## config.mk

```make
export PLATFORM = sky130hd
export DESIGN_NAME = pic_ctrl
export DESIGN_NICKNAME = d
export VERILOG_FILES = /design/src/rtl/pic_pkg.sv /design/src/rtl/pic_ctrl.sv /design/src/rtl/pic_claim_stage.sv /design/src/rtl/pic_priority_tree.sv /design/src/rtl/pic_regfile.sv /design/src/rtl/pic_gateway_bank.sv
export SDC_FILE = /design/constraint.sdc
export NUM_CORES = 1
export LEC_CHECK = 0
export BUFFER_PORTS_ARGS = -buffer_cell sky130_fd_sc_hd__buf_2
export CORE_ASPECT_RATIO = 1.5
export CORE_MARGIN = 8
export CORE_UTILIZATION = 40
export CTS_CLUSTER_DIAMETER = 80
export DETAILED_ROUTE_END_ITERATION = 10
export PLACE_DENSITY = 0.61
export SKIP_CTS_REPAIR_TIMING = 1
export SYNTH_ARGS = -nofsm -noshare
export SYNTH_HDL_FRONTEND = slang
export SYNTH_SLANG_ARGS = --single-unit
```

## constraint.sdc

```tcl
create_clock -name clk -period 13.2 [get_ports clk]
set_clock_uncertainty 0.05 [all_clocks]
set_input_delay 2.64 -clock clk [delete_from_list [all_inputs] [get_ports clk]]
set_output_delay 2.64 -clock clk [all_outputs]
set_load 0.02 [all_outputs]
```

## src/rtl/pic_pkg.sv

```systemverilog
package pic_pkg;

  // ~~~~~~~~~~~~~~~~~~~~~~~~~~~~~~
  // Sizes
  // ~~~~~~~~~~~~~~~~~~~~~~~~~~~~~~
  localparam int NUM_INTS   = 32;  // Slot 0 is reserved and never pending.
  localparam int NUM_LEVELS = 5;   // Tree depth, also the source index width.
  localparam int INT_GRPS   = (2 ** $clog2(NUM_INTS + 1)) / 32;  // Pending-read words.

  // ~~~~~~~~~~~~~~~~~~~~~~~~~~~~~~
  // Address map
  // ~~~~~~~~~~~~~~~~~~~~~~~~~~~~~~
  localparam logic [31:0] PIC_BASE_ADDR         = 32'hf00c_0000;
  localparam logic [31:0] INTPRIORITY_BASE_ADDR = PIC_BASE_ADDR;
  localparam logic [31:0] INTPEND_BASE_ADDR     = PIC_BASE_ADDR + 32'h0000_1000;
  localparam logic [31:0] INTENABLE_BASE_ADDR   = PIC_BASE_ADDR + 32'h0000_2000;
  localparam logic [31:0] EXT_INTR_PIC_CONFIG   = PIC_BASE_ADDR + 32'h0000_3000;
  localparam logic [31:0] EXT_INTR_GW_CONFIG    = PIC_BASE_ADDR + 32'h0000_4000;
  localparam logic [31:0] EXT_INTR_GW_CLEAR     = PIC_BASE_ADDR + 32'h0000_5000;

  localparam logic [3:0] MAX_PRIORITY = 4'd15;  // Highest level in standard order.

  typedef logic [3:0]          prio_t;
  typedef logic [7:0]          int_id_t;
  typedef logic [NUM_INTS-1:0] src_vec_t;

  // One bus cycle as seen on the request strobes.
  typedef struct packed {
    logic        rden;
    logic        wren;
    logic [31:0] rdaddr;
    logic [31:0] wraddr;
    logic [31:0] wr_data;
  } pic_bus_req_t;

  // Programmed state, as held by the register file.
  typedef struct packed {
    prio_t [NUM_INTS-1:0] prio;
    src_vec_t             enable;
    src_vec_t             gw_polarity;  // Set means active low.
    src_vec_t             gw_type;      // Set means edge triggered.
    logic                 priord;       // Set selects reverse priority order.
  } pic_cfg_t;

  typedef struct packed {
    int_id_t id;
    prio_t   prio;  // In effective order, so larger always wins.
  } pic_winner_t;

endpackage
```

## src/rtl/pic_ctrl.sv

```systemverilog
module pic_ctrl
  import pic_pkg::*;
(
  input  logic        clk,
  input  logic        rst,
  input  src_vec_t    extintsrc_req,
  input  logic        picm_rden,
  input  logic        picm_wren,
  input  logic [31:0] picm_rdaddr,
  input  logic [31:0] picm_wraddr,
  input  logic [31:0] picm_wr_data,
  input  prio_t       meipt,
  input  prio_t       meicurpl,
  output logic [31:0] picm_rd_data,
  output int_id_t     claimid,
  output prio_t       pl,
  output logic        mexintpend,
  output logic        mhwakeup
);

  pic_bus_req_t bus_req;
  pic_cfg_t     cfg;
  src_vec_t     gw_clear;
  src_vec_t     gw_pending;
  pic_winner_t  winner;

  assign bus_req = '{rden: picm_rden, wren: picm_wren, rdaddr: picm_rdaddr,
                     wraddr: picm_wraddr, wr_data: picm_wr_data};

  pic_gateway_bank gw_bank0 (
    .clk           (clk),
    .rst           (rst),
    .extintsrc_req (extintsrc_req),
    .cfg           (cfg),
    .gw_clear      (gw_clear),
    .gw_pending    (gw_pending)
  );

  pic_regfile regs0 (
    .clk        (clk),
    .rst        (rst),
    .bus_req    (bus_req),
    .gw_pending (gw_pending),
    .cfg        (cfg),
    .gw_clear   (gw_clear),
    .rd_data    (picm_rd_data)
  );

  pic_priority_tree tree0 (
    .gw_pending (gw_pending),
    .cfg        (cfg),
    .winner     (winner)
  );

  pic_claim_stage claim0 (
    .clk        (clk),
    .rst        (rst),
    .winner     (winner),
    .priord     (cfg.priord),
    .meipt      (meipt),
    .meicurpl   (meicurpl),
    .claimid    (claimid),
    .pl         (pl),
    .mexintpend (mexintpend),
    .mhwakeup   (mhwakeup)
  );

endmodule

```

## src/rtl/pic_claim_stage.sv

```systemverilog
module pic_claim_stage
  import pic_pkg::*;
(
  input  logic        clk,
  input  logic        rst,
  input  pic_winner_t winner,
  input  logic        priord,
  input  prio_t       meipt,
  input  prio_t       meicurpl,
  output int_id_t     claimid,
  output prio_t       pl,
  output logic        mexintpend,
  output logic        mhwakeup
);

  prio_t pl_next;
  prio_t meipt_eff;
  prio_t meicurpl_eff;
  prio_t max_pl;

  assign pl_next      = priord ? ~winner.prio : winner.prio;  // Back to programmed order.
  assign meipt_eff    = priord ? ~meipt : meipt;
  assign meicurpl_eff = priord ? ~meicurpl : meicurpl;
  assign max_pl       = priord ? '0 : MAX_PRIORITY;

  always_ff @(posedge clk) begin
    if (rst) begin
      claimid    <= '0;
      pl         <= '0;
      mexintpend <= 1'b0;
      mhwakeup   <= 1'b0;
    end else begin
      claimid    <= winner.id;
      pl         <= pl_next;
      mexintpend <= (winner.prio > meipt_eff) && (winner.prio > meicurpl_eff);
      mhwakeup   <= (pl_next == max_pl);
    end
  end

  a_pend_has_id: assert property (@(posedge clk) disable iff (rst)
    mexintpend |-> (claimid != '0))
    else $error("interrupt pending with no source claimed");

endmodule

```

## src/rtl/pic_priority_tree.sv

```systemverilog
module pic_priority_tree
  import pic_pkg::*;
(
  input  src_vec_t    gw_pending,
  input  pic_cfg_t    cfg,
  output pic_winner_t winner
);

  // Keeps the higher priority; a is the lower-id side, so it wins ties.
  function automatic pic_winner_t cmp_sel(input pic_winner_t a, input pic_winner_t b);
    if (a.prio < b.prio) begin
      return b;
    end
    return a;
  endfunction

  prio_t       eff_prio [NUM_INTS];
  pic_winner_t node     [2*NUM_INTS-1];  // Heap order, node 0 is the root.

  genvar i;
  genvar k;

  for (i = 0; i < NUM_INTS; i++) begin : g_leaf
    always_comb begin
      eff_prio[i] = '0;
      if (gw_pending[i] && cfg.enable[i]) begin
        eff_prio[i] = cfg.priord ? ~cfg.prio[i] : cfg.prio[i];  // Larger is better here.
      end
    end

    assign node[NUM_INTS-1+i] = '{id: int_id_t'(i), prio: eff_prio[i]};
  end

  // ~~~~~~~~~~~~~~~~~~~~~~~~~~~~~~
  // Compare-and-select levels
  // ~~~~~~~~~~~~~~~~~~~~~~~~~~~~~~
  // NUM_LEVELS rows of pairwise selection; left children hold the lower ids.
  for (k = 0; k < NUM_INTS - 1; k++) begin : g_node
    assign node[k] = cmp_sel(node[2*k+1], node[2*k+2]);
  end

  assign winner = node[0];

endmodule

```

## src/rtl/pic_regfile.sv

```systemverilog
module pic_regfile
  import pic_pkg::*;
(
  input  logic         clk,
  input  logic         rst,
  input  pic_bus_req_t bus_req,
  input  src_vec_t     gw_pending,
  output pic_cfg_t     cfg,
  output src_vec_t     gw_clear,
  output logic [31:0]  rd_data
);

  pic_bus_req_t                 req_q;
  logic [NUM_LEVELS-1:0]        rd_idx;
  logic [NUM_LEVELS-1:0]        wr_idx;
  logic                         rd_prio, rd_enable, rd_gwcfg, rd_piccfg, rd_pend;
  logic                         wr_prio, wr_enable, wr_gwcfg, wr_piccfg, wr_clear;
  logic                         wr_src_ok;
  logic                         bypass;
  logic [INT_GRPS-1:0][31:0]    pend_words;
  logic [31:0]                  sel_data;

  always_ff @(posedge clk) begin
    if (rst) begin
      req_q <= '0;
    end else begin
      req_q <= bus_req;  // Everything below works on the captured request.
    end
  end

  // ~~~~~~~~~~~~~~~~~~~~~~~~~~~~~~
  // Address decode
  // ~~~~~~~~~~~~~~~~~~~~~~~~~~~~~~
  assign rd_idx = req_q.rdaddr[NUM_LEVELS+1:2];
  assign wr_idx = req_q.wraddr[NUM_LEVELS+1:2];

  assign rd_prio   = req_q.rden &&
                     (req_q.rdaddr[31:NUM_LEVELS+2] == INTPRIORITY_BASE_ADDR[31:NUM_LEVELS+2]);
  assign rd_enable = req_q.rden &&
                     (req_q.rdaddr[31:NUM_LEVELS+2] == INTENABLE_BASE_ADDR[31:NUM_LEVELS+2]);
  assign rd_gwcfg  = req_q.rden &&
                     (req_q.rdaddr[31:NUM_LEVELS+2] == EXT_INTR_GW_CONFIG[31:NUM_LEVELS+2]);
  assign rd_piccfg = req_q.rden && (req_q.rdaddr == EXT_INTR_PIC_CONFIG);
  assign rd_pend   = req_q.rden && (req_q.rdaddr[31:6] == INTPEND_BASE_ADDR[31:6]);

  assign wr_prio   = req_q.wren &&
                     (req_q.wraddr[31:NUM_LEVELS+2] == INTPRIORITY_BASE_ADDR[31:NUM_LEVELS+2]);
  assign wr_enable = req_q.wren &&
                     (req_q.wraddr[31:NUM_LEVELS+2] == INTENABLE_BASE_ADDR[31:NUM_LEVELS+2]);
  assign wr_gwcfg  = req_q.wren &&
                     (req_q.wraddr[31:NUM_LEVELS+2] == EXT_INTR_GW_CONFIG[31:NUM_LEVELS+2]);
  assign wr_clear  = req_q.wren &&
                     (req_q.wraddr[31:NUM_LEVELS+2] == EXT_INTR_GW_CLEAR[31:NUM_LEVELS+2]);
  assign wr_piccfg = req_q.wren && (req_q.wraddr == EXT_INTR_PIC_CONFIG);

  assign wr_src_ok = (wr_idx != '0);  // Writes to source 0 are dropped.

  // ~~~~~~~~~~~~~~~~~~~~~~~~~~~~~~
  // Configuration registers
  // ~~~~~~~~~~~~~~~~~~~~~~~~~~~~~~
  always_ff @(posedge clk) begin
    if (rst) begin
      cfg <= '0;
    end else begin
      if (wr_prio && wr_src_ok) begin
        cfg.prio[wr_idx] <= req_q.wr_data[3:0];
      end
      if (wr_enable && wr_src_ok) begin
        cfg.enable[wr_idx] <= req_q.wr_data[0];
      end
      if (wr_gwcfg && wr_src_ok) begin
        cfg.gw_polarity[wr_idx] <= req_q.wr_data[0];
        cfg.gw_type[wr_idx]     <= req_q.wr_data[1];
      end
      if (wr_piccfg) begin
        cfg.priord <= req_q.wr_data[0];
      end
    end
  end

  always_comb begin
    gw_clear = '0;
    if (wr_clear && wr_src_ok) begin
      gw_clear[wr_idx] = 1'b1;  // One-cycle pulse into the gateway.
    end
  end

  // ~~~~~~~~~~~~~~~~~~~~~~~~~~~~~~
  // Read data
  // ~~~~~~~~~~~~~~~~~~~~~~~~~~~~~~
  assign pend_words = {{(INT_GRPS * 32 - NUM_INTS){1'b0}}, gw_pending};

  always_comb begin
    sel_data = '0;
    if (rd_prio) begin
      sel_data = {28'b0, cfg.prio[rd_idx]};
    end else if (rd_enable) begin
      sel_data = {31'b0, cfg.enable[rd_idx]};
    end else if (rd_gwcfg) begin
      sel_data = {30'b0, cfg.gw_type[rd_idx], cfg.gw_polarity[rd_idx]};
    end else if (rd_piccfg) begin
      sel_data = {31'b0, cfg.priord};
    end else if (rd_pend) begin
      for (int g = 0; g < INT_GRPS; g++) begin
        if (req_q.rdaddr[5:2] == 4'(g)) begin
          sel_data = pend_words[g];
        end
      end
    end
  end

  // same-cycle write to the read address wins
  assign bypass  = req_q.rden && req_q.wren && (req_q.rdaddr == req_q.wraddr);
  assign rd_data = bypass ? req_q.wr_data : sel_data;

  a_rd_idle_zero: assert property (@(posedge clk) disable iff (rst)
    !req_q.rden |-> (rd_data == '0))
    else $error("read data driven without a captured read");

endmodule

```

## src/rtl/pic_gateway_bank.sv

```systemverilog
module pic_gateway_bank
  import pic_pkg::*;
(
  input  logic     clk,
  input  logic     rst,
  input  src_vec_t extintsrc_req,
  input  pic_cfg_t cfg,
  input  src_vec_t gw_clear,
  output src_vec_t gw_pending
);

  src_vec_t sync_ff1;
  src_vec_t sync_ff2;
  src_vec_t active_next;  // Polarity-corrected level entering the second flop.
  src_vec_t active;
  src_vec_t edge_pend;

  // ~~~~~~~~~~~~~~~~~~~~~~~~~~~~~~
  // Two-flop synchronizer
  // ~~~~~~~~~~~~~~~~~~~~~~~~~~~~~~
  always_ff @(posedge clk) begin
    if (rst) begin
      sync_ff1 <= '0;
      sync_ff2 <= '0;
    end else begin
      sync_ff1 <= {extintsrc_req[NUM_INTS-1:1], 1'b0};  // Slot 0 is reserved.
      sync_ff2 <= sync_ff1;
    end
  end

  assign active_next = sync_ff1 ^ cfg.gw_polarity;
  assign active      = sync_ff2 ^ cfg.gw_polarity;

  // Sticky pending for edge sources.
  // It loads from the same value the second flop takes, so both rise together.
  always_ff @(posedge clk) begin
    if (rst) begin
      edge_pend <= '0;
    end else begin
      edge_pend <= active_next | (edge_pend & ~gw_clear);
    end
  end

  assign gw_pending = active | (edge_pend & cfg.gw_type);

  a_slot0_idle: assert property (@(posedge clk) disable iff (rst) !gw_pending[0])
    else $error("reserved source 0 reported pending");

endmodule

```

# --- After elaboration in Yosys (flattened, before gate mapping) ---
# Index checks and enable logic that the tools add are counted.
totals:
  output_inout_bits: 46
  ram_bits: 0
  n_memories: 0
  rom_bits: 0
  latch_bits: 0
  word_cells: 378
  regBits: 433
classes:
  order_cmp: 36
  add_sub_neg: 0
  shift: 0
  n_div: 0
  muxes: 186
  n_reduce_logical: 52
  multipliers: 0
  eq_ne: 13
  bitwise: 42
ops:
  columns: ["operator", "n"]
  rows:
  - ["12-bit 2-to-1 mux", 62]
  - ["32-bit 2-to-1 mux", 9]
  - ["4-bit 2-to-1 mux", 70]
  - ["25-bit == test (second input constant)", 7]
  - ["4-bit inverter", 35]
  - ["128-bit bitwise mux", 1]
  - ["4-bit < comparator", 31]
  - ["32-bit bitwise mux", 3]
  - ["32-bit bitwise AND", 2]
  - ["32-bit == test (second input constant)", 2]
  - ["32-bit OR", 2]
  - ["32-bit bitwise XOR", 2]
  - ["1-bit logical AND", 50]
  - ["1-bit 2-to-1 mux", 35]
  - ["32-bit == test", 1]
  - ["32-bit inverter", 1]
  - ["26-bit == test (second input constant)", 1]
  - ["4-bit binary-select mux with 5-bit select", 1]
  - ["4-bit demux with 5-bit select", 1]
  - ["1-bit binary-select mux with 5-bit select", 3]
  - ["5-bit by 6-bit < comparator with 1-bit output (second input constant)", 2]
  - ["4-bit greater-than comparator", 2]
  - ["1-bit demux with 5-bit select", 1]
  - ["5-bit by 1-bit greater-or-equal comparator with 1-bit output (second input constant)", 1]
  - ["other kinds (4)", 4]

# --- Logic depth before layout (Yosys ltp) ---
# Gate-level depths: netlist (run 1).
depth:
  depth_word: 22
  ltp_mapped: 54
  ltp_nobuf: 46

# --- Cells and area by module ---
# From an unflattened synthesis (run 1), not the netlist that was laid out.
hier_totals:
  hier_cells: 2999
  area_unflattened_um2: 25230.4
by_module_without_submodules:
  columns: ["mod", "area_each_um2", "instances", "cells_each"]
  rows:
  - ["pic_regfile", 14257.4, 1, 1661]
  - ["pic_priority_tree", 6849.1, 1, 920]
  - ["pic_gateway_bank", 3473.3, 1, 357]
  - ["pic_claim_stage", 650.6, 1, 61]

# --- Least setup slack after synthesis (run 1) ---
# No wires, ideal clock.
synth_path:
  path_type: "register to register"
  start: "reg regs0.cfg[0] (netlist name)"
  end: "reg claim0.mexintpend"
  arrival_ps: 9564
  slack_ps: 3470
  required_ps: 13034
  n_path_buf: 10
  stages_incl_launch_ff: 47
  setup_ps: 116
  synth_period_minus_slack_ps: 9730
  path_cell_list: "dfxtp_1 > buf_6 > buf_8 > buf_8 > buf_8 > buf_6 > buf_4 > buf_4 > buf_2 > clkbuf_1 > buf_1 > xor2_1 > nand2_1 > ha_1 > nor2b_1 > nand2_1 > o21bai_1 > mux2_2 > [... 11 more ...] > o31ai_2 > a21oi_2 > mux2i_4 > ha_1 > inv_1 > a21oi_1 > or2_2 > inv_1 > a221o_2 > nand2_8 > mux2_4 > inv_1 > ha_1 > nor2b_1 > o21ai_0 > nand2b_1 > a21oi_1 > nor3_1"
synth_via:
  elab_chain_cells: 19
synth_lines:
  columns: ["element", "line_no", "text"]
  rows:
  - ["4-bit 2-to-1 mux", "pic_priority_tree.sv:27", "eff_prio[i] = cfg.priord ? ~cfg.prio[i] : cfg.prio[i];"]
  - ["4-bit 2-to-1 mux", "pic_priority_tree.sv:26", "if (gw_pending[i] && cfg.enable[i]) begin"]
  - ["4-bit < comparator", "pic_priority_tree.sv:11", "if (a.prio < b.prio) begin"]
  - ["1-bit 2-to-1 mux", "pic_priority_tree.sv:11", null]
  - ["12-bit 2-to-1 mux", "pic_priority_tree.sv:14", "return a;"]
  - ["4-bit < comparator", "pic_priority_tree.sv:11", null]
  - ["1-bit 2-to-1 mux", "pic_priority_tree.sv:11", null]
  - ["12-bit 2-to-1 mux", "pic_priority_tree.sv:14", null]
  - ["[... 3 more ...]", null, null]
  - ["4-bit < comparator", "pic_priority_tree.sv:11", null]
  - ["1-bit 2-to-1 mux", "pic_priority_tree.sv:11", null]
  - ["12-bit 2-to-1 mux", "pic_priority_tree.sv:14", null]
  - ["4-bit < comparator", "pic_priority_tree.sv:11", null]
  - ["1-bit 2-to-1 mux", "pic_priority_tree.sv:11", null]
  - ["12-bit 2-to-1 mux", "pic_priority_tree.sv:14", null]
  - ["4-bit greater-than comparator", "pic_claim_stage.sv:35", "mexintpend <= (winner.prio > meipt_eff) && (winner.prio > meicurpl_eff);"]
  - ["1-bit logical AND (*)", "pic_claim_stage.sv:35", null]
  - ["end signal: assignment", "pic_claim_stage.sv:35", null]
  - ["end: declaration", "pic_claim_stage.sv:12", "output logic mexintpend,"]
# Every way passes the cells marked *; elsewhere a longest branch is shown, timed or not. The select of a mux whose other input is x is not followed.
# A chain may end at the register's enable or synchronous reset.

# --- Worst setup path after layout (run 1) ---
layout_path:
  start: "reg regs0.cfg[0] (netlist name)"
  end: "reg claim0.mexintpend"
layout_via:
  elab_chain_cells: 19
layout_lines:
  columns: ["element", "line_no"]
  rows:
  - ["4-bit 2-to-1 mux", "pic_priority_tree.sv:27"]
  - ["4-bit 2-to-1 mux", "pic_priority_tree.sv:26"]
  - ["4-bit < comparator", "pic_priority_tree.sv:11"]
  - ["1-bit 2-to-1 mux", "pic_priority_tree.sv:11"]
  - ["12-bit 2-to-1 mux", "pic_priority_tree.sv:14"]
  - ["4-bit < comparator", "pic_priority_tree.sv:11"]
  - ["1-bit 2-to-1 mux", "pic_priority_tree.sv:11"]
  - ["12-bit 2-to-1 mux", "pic_priority_tree.sv:14"]
  - ["[... 3 more ...]", null]
  - ["4-bit < comparator", "pic_priority_tree.sv:11"]
  - ["1-bit 2-to-1 mux", "pic_priority_tree.sv:11"]
  - ["12-bit 2-to-1 mux", "pic_priority_tree.sv:14"]
  - ["4-bit < comparator", "pic_priority_tree.sv:11"]
  - ["1-bit 2-to-1 mux", "pic_priority_tree.sv:11"]
  - ["12-bit 2-to-1 mux", "pic_priority_tree.sv:14"]
  - ["4-bit greater-than comparator", "pic_claim_stage.sv:35"]
  - ["1-bit logical AND (*)", "pic_claim_stage.sv:35"]
# Marked as above.

==> flow_summary_export.csv, run 1 <==
group,metric,value,unit
finish,area_growth,11.2,%
cts,clockBufferDepth,3,
routing,route.antenna.remaining_nets,0,
power_and_ir_drop,power.leakage,11.2,nW
cts,insertion_delay,0.60,ns
floorplan,coreArea,62100,µm²
power_and_ir_drop,ir_drop,93.6,µV
synthesis,synth_top_cell_area_share,0.341,
placed_design,port_buffers,181,
routing,via_per_inst,5.56,
power_and_ir_drop,switchingPower,0.659,mW
routing,drt-total-wl,76.4,mm
critical_path,cpMaxStageDelayCell,"dfxtp_4",
flow_run,drv_cap,0,
critical_path,r2r_setup_slack,2.84,ns
timing,tightest_slew,1.11,ns
timing,slew_headroom,0.260,
routing,wl_per_cell,20.0,µm
routing,vias,21200,
power_and_ir_drop,p_int,2.10,mW
placed_design,globalplace.congestion,0.909,
routing,dr.first_iter.drc_count,1432,
global_routing,grt_pass1_wl,118,mm
run_status,outcome,"complete, no violations",
critical_path,endpoint_kind,"flop",
timing,hold_viol,0,
synthesis,avgSynthCellArea,8.62,µm²
synthesis,synth-seq-cells,428,
timing,max_freq,96.5,MHz
floorplan,die-area,71200,µm²
power_and_ir_drop,sw_frac_of_total,0.239,
finish,nets,3251,
floorplan,die_h,323,µm
critical_path,cpPeakStageDelay,0.85,ns
timing,finalSetupTns,0,ns
floorplan,start_util,0.404,
cts,cts_buffers,44,
synthesis,synthTopCellsByCount,"dfxtp_1, nand2_1, nor2_1, a21oi_1, o21ai_0",
cts,cts_tree,"yes",
synthesis,synth-warning-count,0,
routing,firstDrtPassIters,5,
global_routing,grtUsageTotal,0.210,
power_and_ir_drop,power.share.clock,0.459,
power_and_ir_drop,seq_power_share,0.490,
timing,period_share,0.785,
critical_path,reg2reg_depth,42,
global_routing,antenna_found_initial,0,
placed_design,dp.cells,3741,
hold_path,hold_path_class,"flop to flop",
cts,cts_sinks,428,
synthesis,synth_area,25100,µm²
finish,drive_gt1_frac,0.139,
floorplan,fp-row-count,112,
cts,clk_pin_slew,0.06,ns
cts,cts-root-buf,"clkbuf_16",
synthesis,ys_types,105,
routing,drc_errors,0,
global_routing,grt_max_degree,132,
synthesis,synth_top_cell_by_area,"dfxtp_1",
synthesis,async_flop_share,0,
synthesis,synth.area.top_cells,"dfxtp_1, mux4_2, ha_1",
synthesis,syn-instance-count,2912,
finish,finalInstanceArea,27900,µm²
synthesis,synthFlopType,"dfxtp_1",
timing,min_period,10.36,ns
power_and_ir_drop,power_density,98.9,nW/µm²
global_routing,overflow,0,
timing,rsz0062_at_grt,"false",
timing,finalSetupViolCount,0,
floorplan,fp.dieW,221,µm
critical_path,path_max_fanout,46,
power_and_ir_drop,combPwrFrac,0.050,
critical_path,start_kind,"flop",
synthesis,yosysSeqAreaShare,0.341,
global_routing,grt_pass1_vias,21300,
critical_path,critPathMostFrequentCell,"ha_1",
floorplan,io-pin-count,186,
cts,h-tree-depth,2,
synthesis,synth_most_common_cell,"dfxtp_1",
placed_design,placed_area,26500,µm²
finish,diodes,0,
finish,fin_cells,3819,
critical_path,cp_data_arrival_time,10.79,ns
critical_path,cp.required,13.63,ns
timing,slew_violations,0,
hold_path,hold_depth,2,
placed_design,hpwl,56.9,mm
synthesis,synth_edf_count,0,
critical_path,critical_path_class,"flop to flop",
[cell type report]
| type | instances | area [µm²] |
|---|---|---|
| Fill cell | 6004 | 34200 |
| Clock buffer | 62 | 1280 |
| Tap cell | 798 | 998 |
| Multi-Input combinational cell | 2199 | 15400 |
| Timing Repair Buffer | 202 | 1070 |
| Inverter | 114 | 428 |
| Sequential cell | 428 | 8580 |
| Clock inverter | 16 | 183 |
[cells by family (layout without fill, tap and decap cells)]
logic type	Yosys count	after routing	share of synthesized area
AO/OA/AOI/OAI	676	676	0.166
adder cells (fa/ha/maj)	127	127	0.0629
other	1	3	0.000149
flip-flops	428	428	0.341
multiplexers	211	211	0.122
buffers and inverters	287	394	0.0470
XOR/XNOR	228	228	0.0799
AND/OR/NAND/NOR	954	954	0.180
[metal layers]
layer,wire [µm],vias up,track usage,part of all wire
met4,3600,0,0.0997,0.047
met3,4200,168,0.0359,0.055
met5,0,-,0,0
met2,37400,697,0.367,0.49
met1,31200,10200,0.245,0.41
li1,-,10200,-,-
[worst paths after layout]
path | start | endpoint
max | regs0.cfg[0]$_SDFFE_PP0P_ | claim0.mexintpend$_SDFF_PP0_
max reg2reg | regs0.cfg[0]$_SDFFE_PP0P_ | claim0.mexintpend$_SDFF_PP0_
min reg2reg | gw_bank0.edge_pend[12]$_SDFF_PP0_ | gw_bank0.edge_pend[12]$_SDFF_PP0_
min | gw_bank0.edge_pend[12]$_SDFF_PP0_ | gw_bank0.edge_pend[12]$_SDFF_PP0_
[layout by cell type (no fill, tap or decap), types with 7 or more instances in the layout]
| cell type | synthesis | routed |
|---|---|---|
| a211o_1 | 9 | 9 |
| a211oi_1 | 16 | 16 |
| a21o_1 | 22 | 22 |
| a21oi_1 | 242 | 242 |
| a22oi_1 | 8 | 8 |
| a31oi_1 | 10 | 10 |
| and2_1 | 35 | 35 |
| buf_2 | 3 | 180 |
| buf_4 | 6 | 21 |
| clkbuf_1 | 145 | 7 |
| clkbuf_16 | 0 | 44 |
| clkbuf_8 | 0 | 11 |
| dfxtp_1 | 428 | 421 |
| ha_1 | 122 | 122 |
| inv_1 | 112 | 112 |
| mux2_2 | 12 | 12 |
| mux2i_1 | 122 | 122 |
| mux4_2 | 72 | 72 |
| nand2_1 | 332 | 332 |
| nand2b_1 | 28 | 28 |
| nand3_1 | 31 | 31 |
| nand4_1 | 8 | 8 |
| nor2_1 | 259 | 259 |
| nor2b_1 | 191 | 189 |
| nor3_1 | 10 | 10 |
| nor4_1 | 13 | 12 |
| o21a_1 | 16 | 16 |
| o21ai_0 | 220 | 220 |
| o21bai_1 | 7 | 7 |
| o31ai_1 | 25 | 25 |
| xnor2_1 | 93 | 93 |
| xor2_1 | 134 | 134 |
[registers in the layout (all words and copies together) (netlist names)]
register,count
regs0.req_q,93
claim0.claimid,5
claim0.mhwakeup,1
claim0.pl,4
gw_bank0.sync_ff1,31
claim0.mexintpend,1
gw_bank0.edge_pend,32
regs0.rd_idx,5
regs0.cfg,225
gw_bank0.sync_ff2,31
[power by group through the flow]
| stage | Clock, mW | Sequential [mW] | Combinational (mW) |
|---|---|---|---|
| 6_report | 1.27 | 1.35 | 0.139 |
| 3_3_place_gp | 0 | 1.38 | 0.136 |
| 5_1_grt | 1.34 | 1.36 | 0.150 |
| 2_1_floorplan | 0 | 1.36 | 0.0956 |
| 3_5_place_dp | 0 | 1.38 | 0.138 |
| 4_1_cts | 1.29 | 1.35 | 0.139 |
[critical path: cells and delay by family, from the launching register on]
family	cells	cell delay, ns
buf+inv	6	1.09
simple gates	11	1.33
fa+ha+maj	6	1.63
mux	4	1.44
flops	1	0.85
compound gates	14	3.51
xor+xnor	1	0.30
[per-stage QoR]
stage	setup WS, ns	power, mW	hold WS, ns	util
finish	2.84	2.76	0.419	0.450
global placement	3.05	1.52	0.403	0.426
detailed placement	2.88	1.52	0.412	0.426
CTS	2.84	2.78	0.419	0.450
global route	1.93	2.85	0.434	0.450
floorplan	3.47	1.46	0.395	-
No activity file was read; power rests on OpenSTA's default activity.
==> inputs of run 2 (changes only) <==
==> constraint.sdc (replaced) <==
create_clock -name clk -period 10.6 [get_ports clk]
set_clock_uncertainty 0.05 [all_clocks]
set_input_delay 2.12 -clock clk [delete_from_list [all_inputs] [get_ports clk]]
set_output_delay 2.12 -clock clk [all_outputs]
set_load 0.02 [all_outputs]
==> flow_summary_export.csv, run 2 (synthesized netlist as in run 1, its figures left out) <==
group,metric,value,unit
critical_path,reg2reg_depth,41,
cts,insertion_delay,0.59,ns
routing,dr.first_iter.drc_count,1573,
routing,wl_per_cell,20.1,µm
finish,top_regs,"regs0.cfg x225, regs0.req_q x93, gw_bank0.edge_pend x32",
finish,diodes,0,
timing,min_period,9.57,ns
finish,nets,3255,
hold_path,hp-start,"gw_bank0.edge_pend[25]$_SDFF_PP0_",
cts,cts_buffers,43,
global_routing,antenna_found_initial,2,
timing,hold_viol,0,
routing,firstDrtPassIters,8,
placed_design,placed_area,26500,µm²
power_and_ir_drop,ir_drop,108,µV
critical_path,r2r_setup_slack,1.03,ns
critical_path,cpPeakStageDelay,0.73,ns
floorplan,start_util,0.404,
power_and_ir_drop,power.leakage,11.3,nW
routing,drt-total-wl,76.7,mm
critical_path,critPathMostFrequentCell,"a21oi_1",
routing,via_per_inst,5.52,
critical_path,reg2reg_to,"claim0.mexintpend$_SDFF_PP0_",
hold_path,hold_depth,2,
global_routing,overflow,0,
global_routing,grt_pass1_wl,118,mm
routing,route.antenna.remaining_nets,0,
finish,final_cell_mix,"dfxtp_1, nand2_1, nor2_1",
finish,finalInstanceArea,28000,µm²
finish,fillers,6056,
cts,clockBufferDepth,3,
floorplan,die-area,71200,µm²
cts,cts_tree,"yes",
timing,slew_headroom,0.235,
finish,largest_register_ffs,225,
timing,rsz0062_at_grt,"false",
cts,cts-root-buf,"clkbuf_16",
finish,layout_commonest_cell,"dfxtp_1",
floorplan,io-pin-count,186,
timing,period_share,0.903,
global_routing,grt_max_degree,232,
floorplan,die_h,323,µm
flow_run,drv_cap,0,
critical_path,cpMaxStageDelayCell,"a21oi_1",
routing,drc_errors,0,
floorplan,fp.dieW,221,µm
timing,slew_violations,0,
power_and_ir_drop,power_density,124,nW/µm²
cts,cts_sinks,428,
critical_path,path_max_fanout,10,
global_routing,grt_pass1_vias,21200,
finish,regArea,8580,µm²
hold_path,hold_path_class,"flop to flop",
finish,multi_input_area,15400,µm²
critical_path,critical-path-top-delay-family,"compound AO/OA/AOI/OAI gates",
placed_design,globalplace.congestion,0.892,
placed_design,hpwl,56.7,mm
timing,finalSetupViolCount,0,
global_routing,grtUsageTotal,0.212,
run_status,outcome,"complete, no violations",
finish,area_growth,11.6,%
timing,max_freq,105,MHz
placed_design,port_buffers,181,
cts,h-tree-depth,2,
critical_path,cp.required,11.03,ns
critical_path,crit_buf_inv,3,
timing,finalSetupTns,0,ns
routing,vias,21100,
floorplan,coreArea,62100,µm²
critical_path,critical_path_class,"flop to flop",
finish,drive_gt1_frac,0.141,
critical_path,cp_data_arrival_time,9.99,ns
critical_path,start_kind,"flop",
cts,clk_pin_slew,0.07,ns
finish,regMostFlops,"regs0.cfg",
power_and_ir_drop,total_power,3.46,mW
critical_path,endpoint_kind,"flop",
critical_path,rr_startpoint,"regs0.cfg[64]$_SDFFE_PP0P_",
hold_path,min_to,"gw_bank0.edge_pend[25]$_SDFF_PP0_",
timing,tightest_slew,1.15,ns
floorplan,fp-row-count,112,
[run 2: final cells by class]
cell class	instances	area share
flip-flops and latches	428	0.307
well taps	798	0.0357
clock buffers	61	0.0459
repair buffers	207	0.0406
inverters	114	0.0153
clock inverters	17	0.00706
multi-input cells	2199	0.549
[run 2: worst max-delay path by stage]
stage                          startpoint                      endpoint  slack, ns  cells after the start
3_3_place_gp    regs0.cfg[0]$_SDFFE_PP0P_  claim0.mexintpend$_SDFF_PP0_       1.10                     39
2_1_floorplan   regs0.cfg[0]$_SDFFE_PP0P_  claim0.mexintpend$_SDFF_PP0_       0.87                     46
3_5_place_dp    regs0.cfg[0]$_SDFFE_PP0P_  claim0.mexintpend$_SDFF_PP0_       0.91                     38
6_report       regs0.cfg[64]$_SDFFE_PP0P_  claim0.mexintpend$_SDFF_PP0_       1.03                     41
4_1_cts         regs0.cfg[0]$_SDFFE_PP0P_  claim0.mexintpend$_SDFF_PP0_       0.91                     39
5_1_grt         regs0.cfg[0]$_SDFFE_PP0P_  claim0.mexintpend$_SDFF_PP0_       0.22                     38
[run 2: power by group]
| part | total (mW) | internal, mW | switching [mW] |
|---|---|---|---|
| logic | 0.170 | 0.0717 | 0.0986 |
| clock network | 1.60 | 0.924 | 0.680 |
| registers | 1.69 | 1.65 | 0.0394 |
[run 2: stage by stage]
stage	util	setup WS, ns	hold WS, ns	cells
final	0.451	1.03	0.418	3824
after global routing	0.451	0.216	0.442	3824
after CTS	0.451	0.911	0.420	3823
after detailed placement	0.427	0.905	0.413	3745
after global placement	0.427	1.10	0.406	3745
after floorplan	-	0.870	0.395	2914
[run 2: metal layers]
layer	part of all wire	up-vias	GRT usage
met5	0.00035	-	0
met4	0.053	4	0.112
met3	0.057	179	0.0350
met2	0.48	682	0.366
met1	0.41	10100	0.248
li1	-	10200	-
[run 2: worst min-delay path, stage by stage (launching register included)]
cell	delay, ns
dfxtp_1	0.30
o21ai_0	0.06
a21oi_1	0.06
==> inputs of run 3 (changes only) <==
--- a/config.mk
+++ b/config.mk
@@ -5,6 +5,7 @@
 export SDC_FILE = /design/constraint.sdc
 export NUM_CORES = 1
 export LEC_CHECK = 0
+export ABC_AREA = 1
 export BUFFER_PORTS_ARGS = -buffer_cell sky130_fd_sc_hd__buf_2
 export CORE_ASPECT_RATIO = 1.5
 export CORE_MARGIN = 8
==> flow_summary_export.csv, run 3 <==
group,metric,value,unit
run_status,outcome,"complete, no violations",
placed_design,globalplace.congestion,0.955,
cts,clk_pin_slew,0.07,ns
cts,cts_tree,"yes",
floorplan,coreArea,61900,µm²
global_routing,grtUsageTotal,0.220,
cts,h-tree-depth,2,
synthesis,synth_edf_count,0,
critical_path,crit_buf_inv,3,
floorplan,die_h,322,µm
flow_run,drv_cap,0,
timing,hold_viol,0,
critical_path,start_kind,"flop",
timing,min_period,8.04,ns
routing,vias,24000,
global_routing,overflow,0,
floorplan,io-pin-count,186,
critical_path,endpoint_kind,"flop",
timing,finalSetupTns,0,ns
critical_path,cpPeakStageDelay,0.69,ns
cts,insertion_delay,0.60,ns
placed_design,hpwl,57.7,mm
synthesis,synth_area,25000,µm²
timing,max_freq,124,MHz
synthesis,synth-seq-cells,428,
synthesis,synthTopCellsByCount,"inv_1, nand2_1, a21oi_1, dfxtp_1, nor2_1",
synthesis,syn-instance-count,3815,
routing,drt-total-wl,79.8,mm
synthesis,yosysSeqAreaShare,0.343,
routing,firstDrtPassIters,7,
critical_path,critical_path_class,"flop to flop",
synthesis,synthFlopType,"dfxtp_1",
finish,layout_commonest_cell,"inv_1",
routing,dr.first_iter.drc_count,1617,
cts,cts_sinks,428,
finish,top_regs,"regs0.cfg x225, regs0.req_q x93, gw_bank0.edge_pend x32",
finish,diodes,0,
finish,drive_gt1_frac,0.0852,
critical_path,cp_data_arrival_time,8.48,ns
finish,regMostFlops,"regs0.cfg",
routing,route.antenna.remaining_nets,0,
power_and_ir_drop,power_density,130,nW/µm²
finish,area_growth,12.3,%
routing,drc_errors,0,
critical_path,critical-path-top-delay-family,"compound AO/OA/AOI/OAI gates",
synthesis,synth_most_common_cell,"inv_1",
synthesis,synth-warning-count,0,
power_and_ir_drop,power.leakage,11.8,nW
timing,slew_violations,0,
timing,tightest_slew,1.09,ns
power_and_ir_drop,ir_drop,138,µV
global_routing,grt_pass1_vias,22700,
hold_path,hold_path_class,"flop to flop",
cts,clockBufferDepth,3,
global_routing,grt_pass1_wl,124,mm
placed_design,port_buffers,181,
synthesis,ys_types,48,
floorplan,start_util,0.403,
critical_path,path_max_fanout,40,
finish,largest_register_ffs,225,
synthesis,synth_top_cell_area_share,0.343,
synthesis,async_flop_share,0,
power_and_ir_drop,total_power,3.65,mW
synthesis,synth_top_cell_by_area,"dfxtp_1",
timing,slew_headroom,0.271,
synthesis,synth.area.top_cells,"dfxtp_1, inv_1, nand2_1",
synthesis,avgSynthCellArea,6.54,µm²
floorplan,fp-row-count,112,
cts,cts_buffers,44,
finish,nets,4170,
finish,final_cell_mix,"inv_1, nand2_1, a21oi_1",
global_routing,grt_max_degree,91,
floorplan,fp.dieW,220,µm
timing,period_share,0.758,
timing,rsz0062_at_grt,"false",
global_routing,antenna_found_initial,1,
routing,via_per_inst,5.06,
critical_path,cp.required,11.04,ns
timing,finalSetupViolCount,0,
critical_path,cpMaxStageDelayCell,"dfxtp_4",
routing,wl_per_cell,16.8,µm
cts,cts-root-buf,"clkbuf_16",
floorplan,die-area,70800,µm²
==> run 3: report_power, final <==
part	internal, mW	switching [mW]
clock	1.03	0.707
combinational	0.0736	0.159
sequential	1.65	0.0321
==> run 3: final timing paths <==
check | from | to | slack, ns | cells after the start
hold reg to reg | gw_bank0.sync_ff1[17]$_SDFF_PP0_ | gw_bank0.sync_ff2[17]$_SDFF_PP0_ | 0.38 | 2
setup / recovery | regs0.cfg[0]$_SDFFE_PP0P_ | claim0.mexintpend$_SDFF_PP0_ | 2.56 | 39
setup reg to reg | regs0.cfg[0]$_SDFFE_PP0P_ | claim0.mexintpend$_SDFF_PP0_ | 2.56 | 39
hold / removal | gw_bank0.sync_ff1[17]$_SDFF_PP0_ | gw_bank0.sync_ff2[17]$_SDFF_PP0_ | 0.38 | 2
==> run 3: cell families (layout without fill, tap and decap cells) <==
logic type,after synthesis,after routing,share of synthesized area
fa+ha+maj,122,122,0.0612
simple gates,1354,1354,0.223
compound gates,939,939,0.206
buf+inv,888,1014,0.137
other cells,1,3,0.000150
flops,428,428,0.343
xor+xnor,83,83,0.0291
==> run 3: through the flow <==
stage | utilization | area [µm²] | instances | hold WS, ns | worst slack [ns]
6_report | 0.452 | 28000 | 4741 | 0.381 | 2.56
5_1_grt | 0.452 | 28000 | 4741 | 0.395 | 1.80
4_1_cts | 0.452 | 28000 | 4741 | 0.381 | 2.49
3_5_place_dp | 0.426 | 26400 | 4660 | 0.375 | 2.52
3_3_place_gp | 0.426 | 26400 | 4660 | 0.371 | 2.62
2_1_floorplan | - | 25000 | 3817 | 0.366 | 3.37
==> run 3: worst register-to-register path: cells and delay by family, from the launching register on <==
kind / cells / cell delay (ns)
buffers and inverters: 3 / 1.14
DFF: 1 / 0.69
AOI/OAI and AO/OA: 13 / 2.25
adders and majority gates: 6 / 1.71
and+or+nand+nor: 17 / 2.09
==> run 3: metal layers <==
metal / track usage / up-vias / part of all wire
met4: 0.103 / 2 / 0.049
met2: 0.379 / 718 / 0.48
met5: 0 / - / 0.00015
li1: - / 12300 / -
met1: 0.264 / 10700 / 0.42
met3: 0.0355 / 192 / 0.060
==> run 3: area by class of cell <==
class / count / area, µm²
clock inverters: 19 / 297
flip-flops and latches: 428 / 8580
well taps: 798 / 998
repair buffers: 204 / 1080
clock buffers: 62 / 1330
inverters: 729 / 2740
multi-input cells: 2501 / 13000
fillers: 6534 / 33900
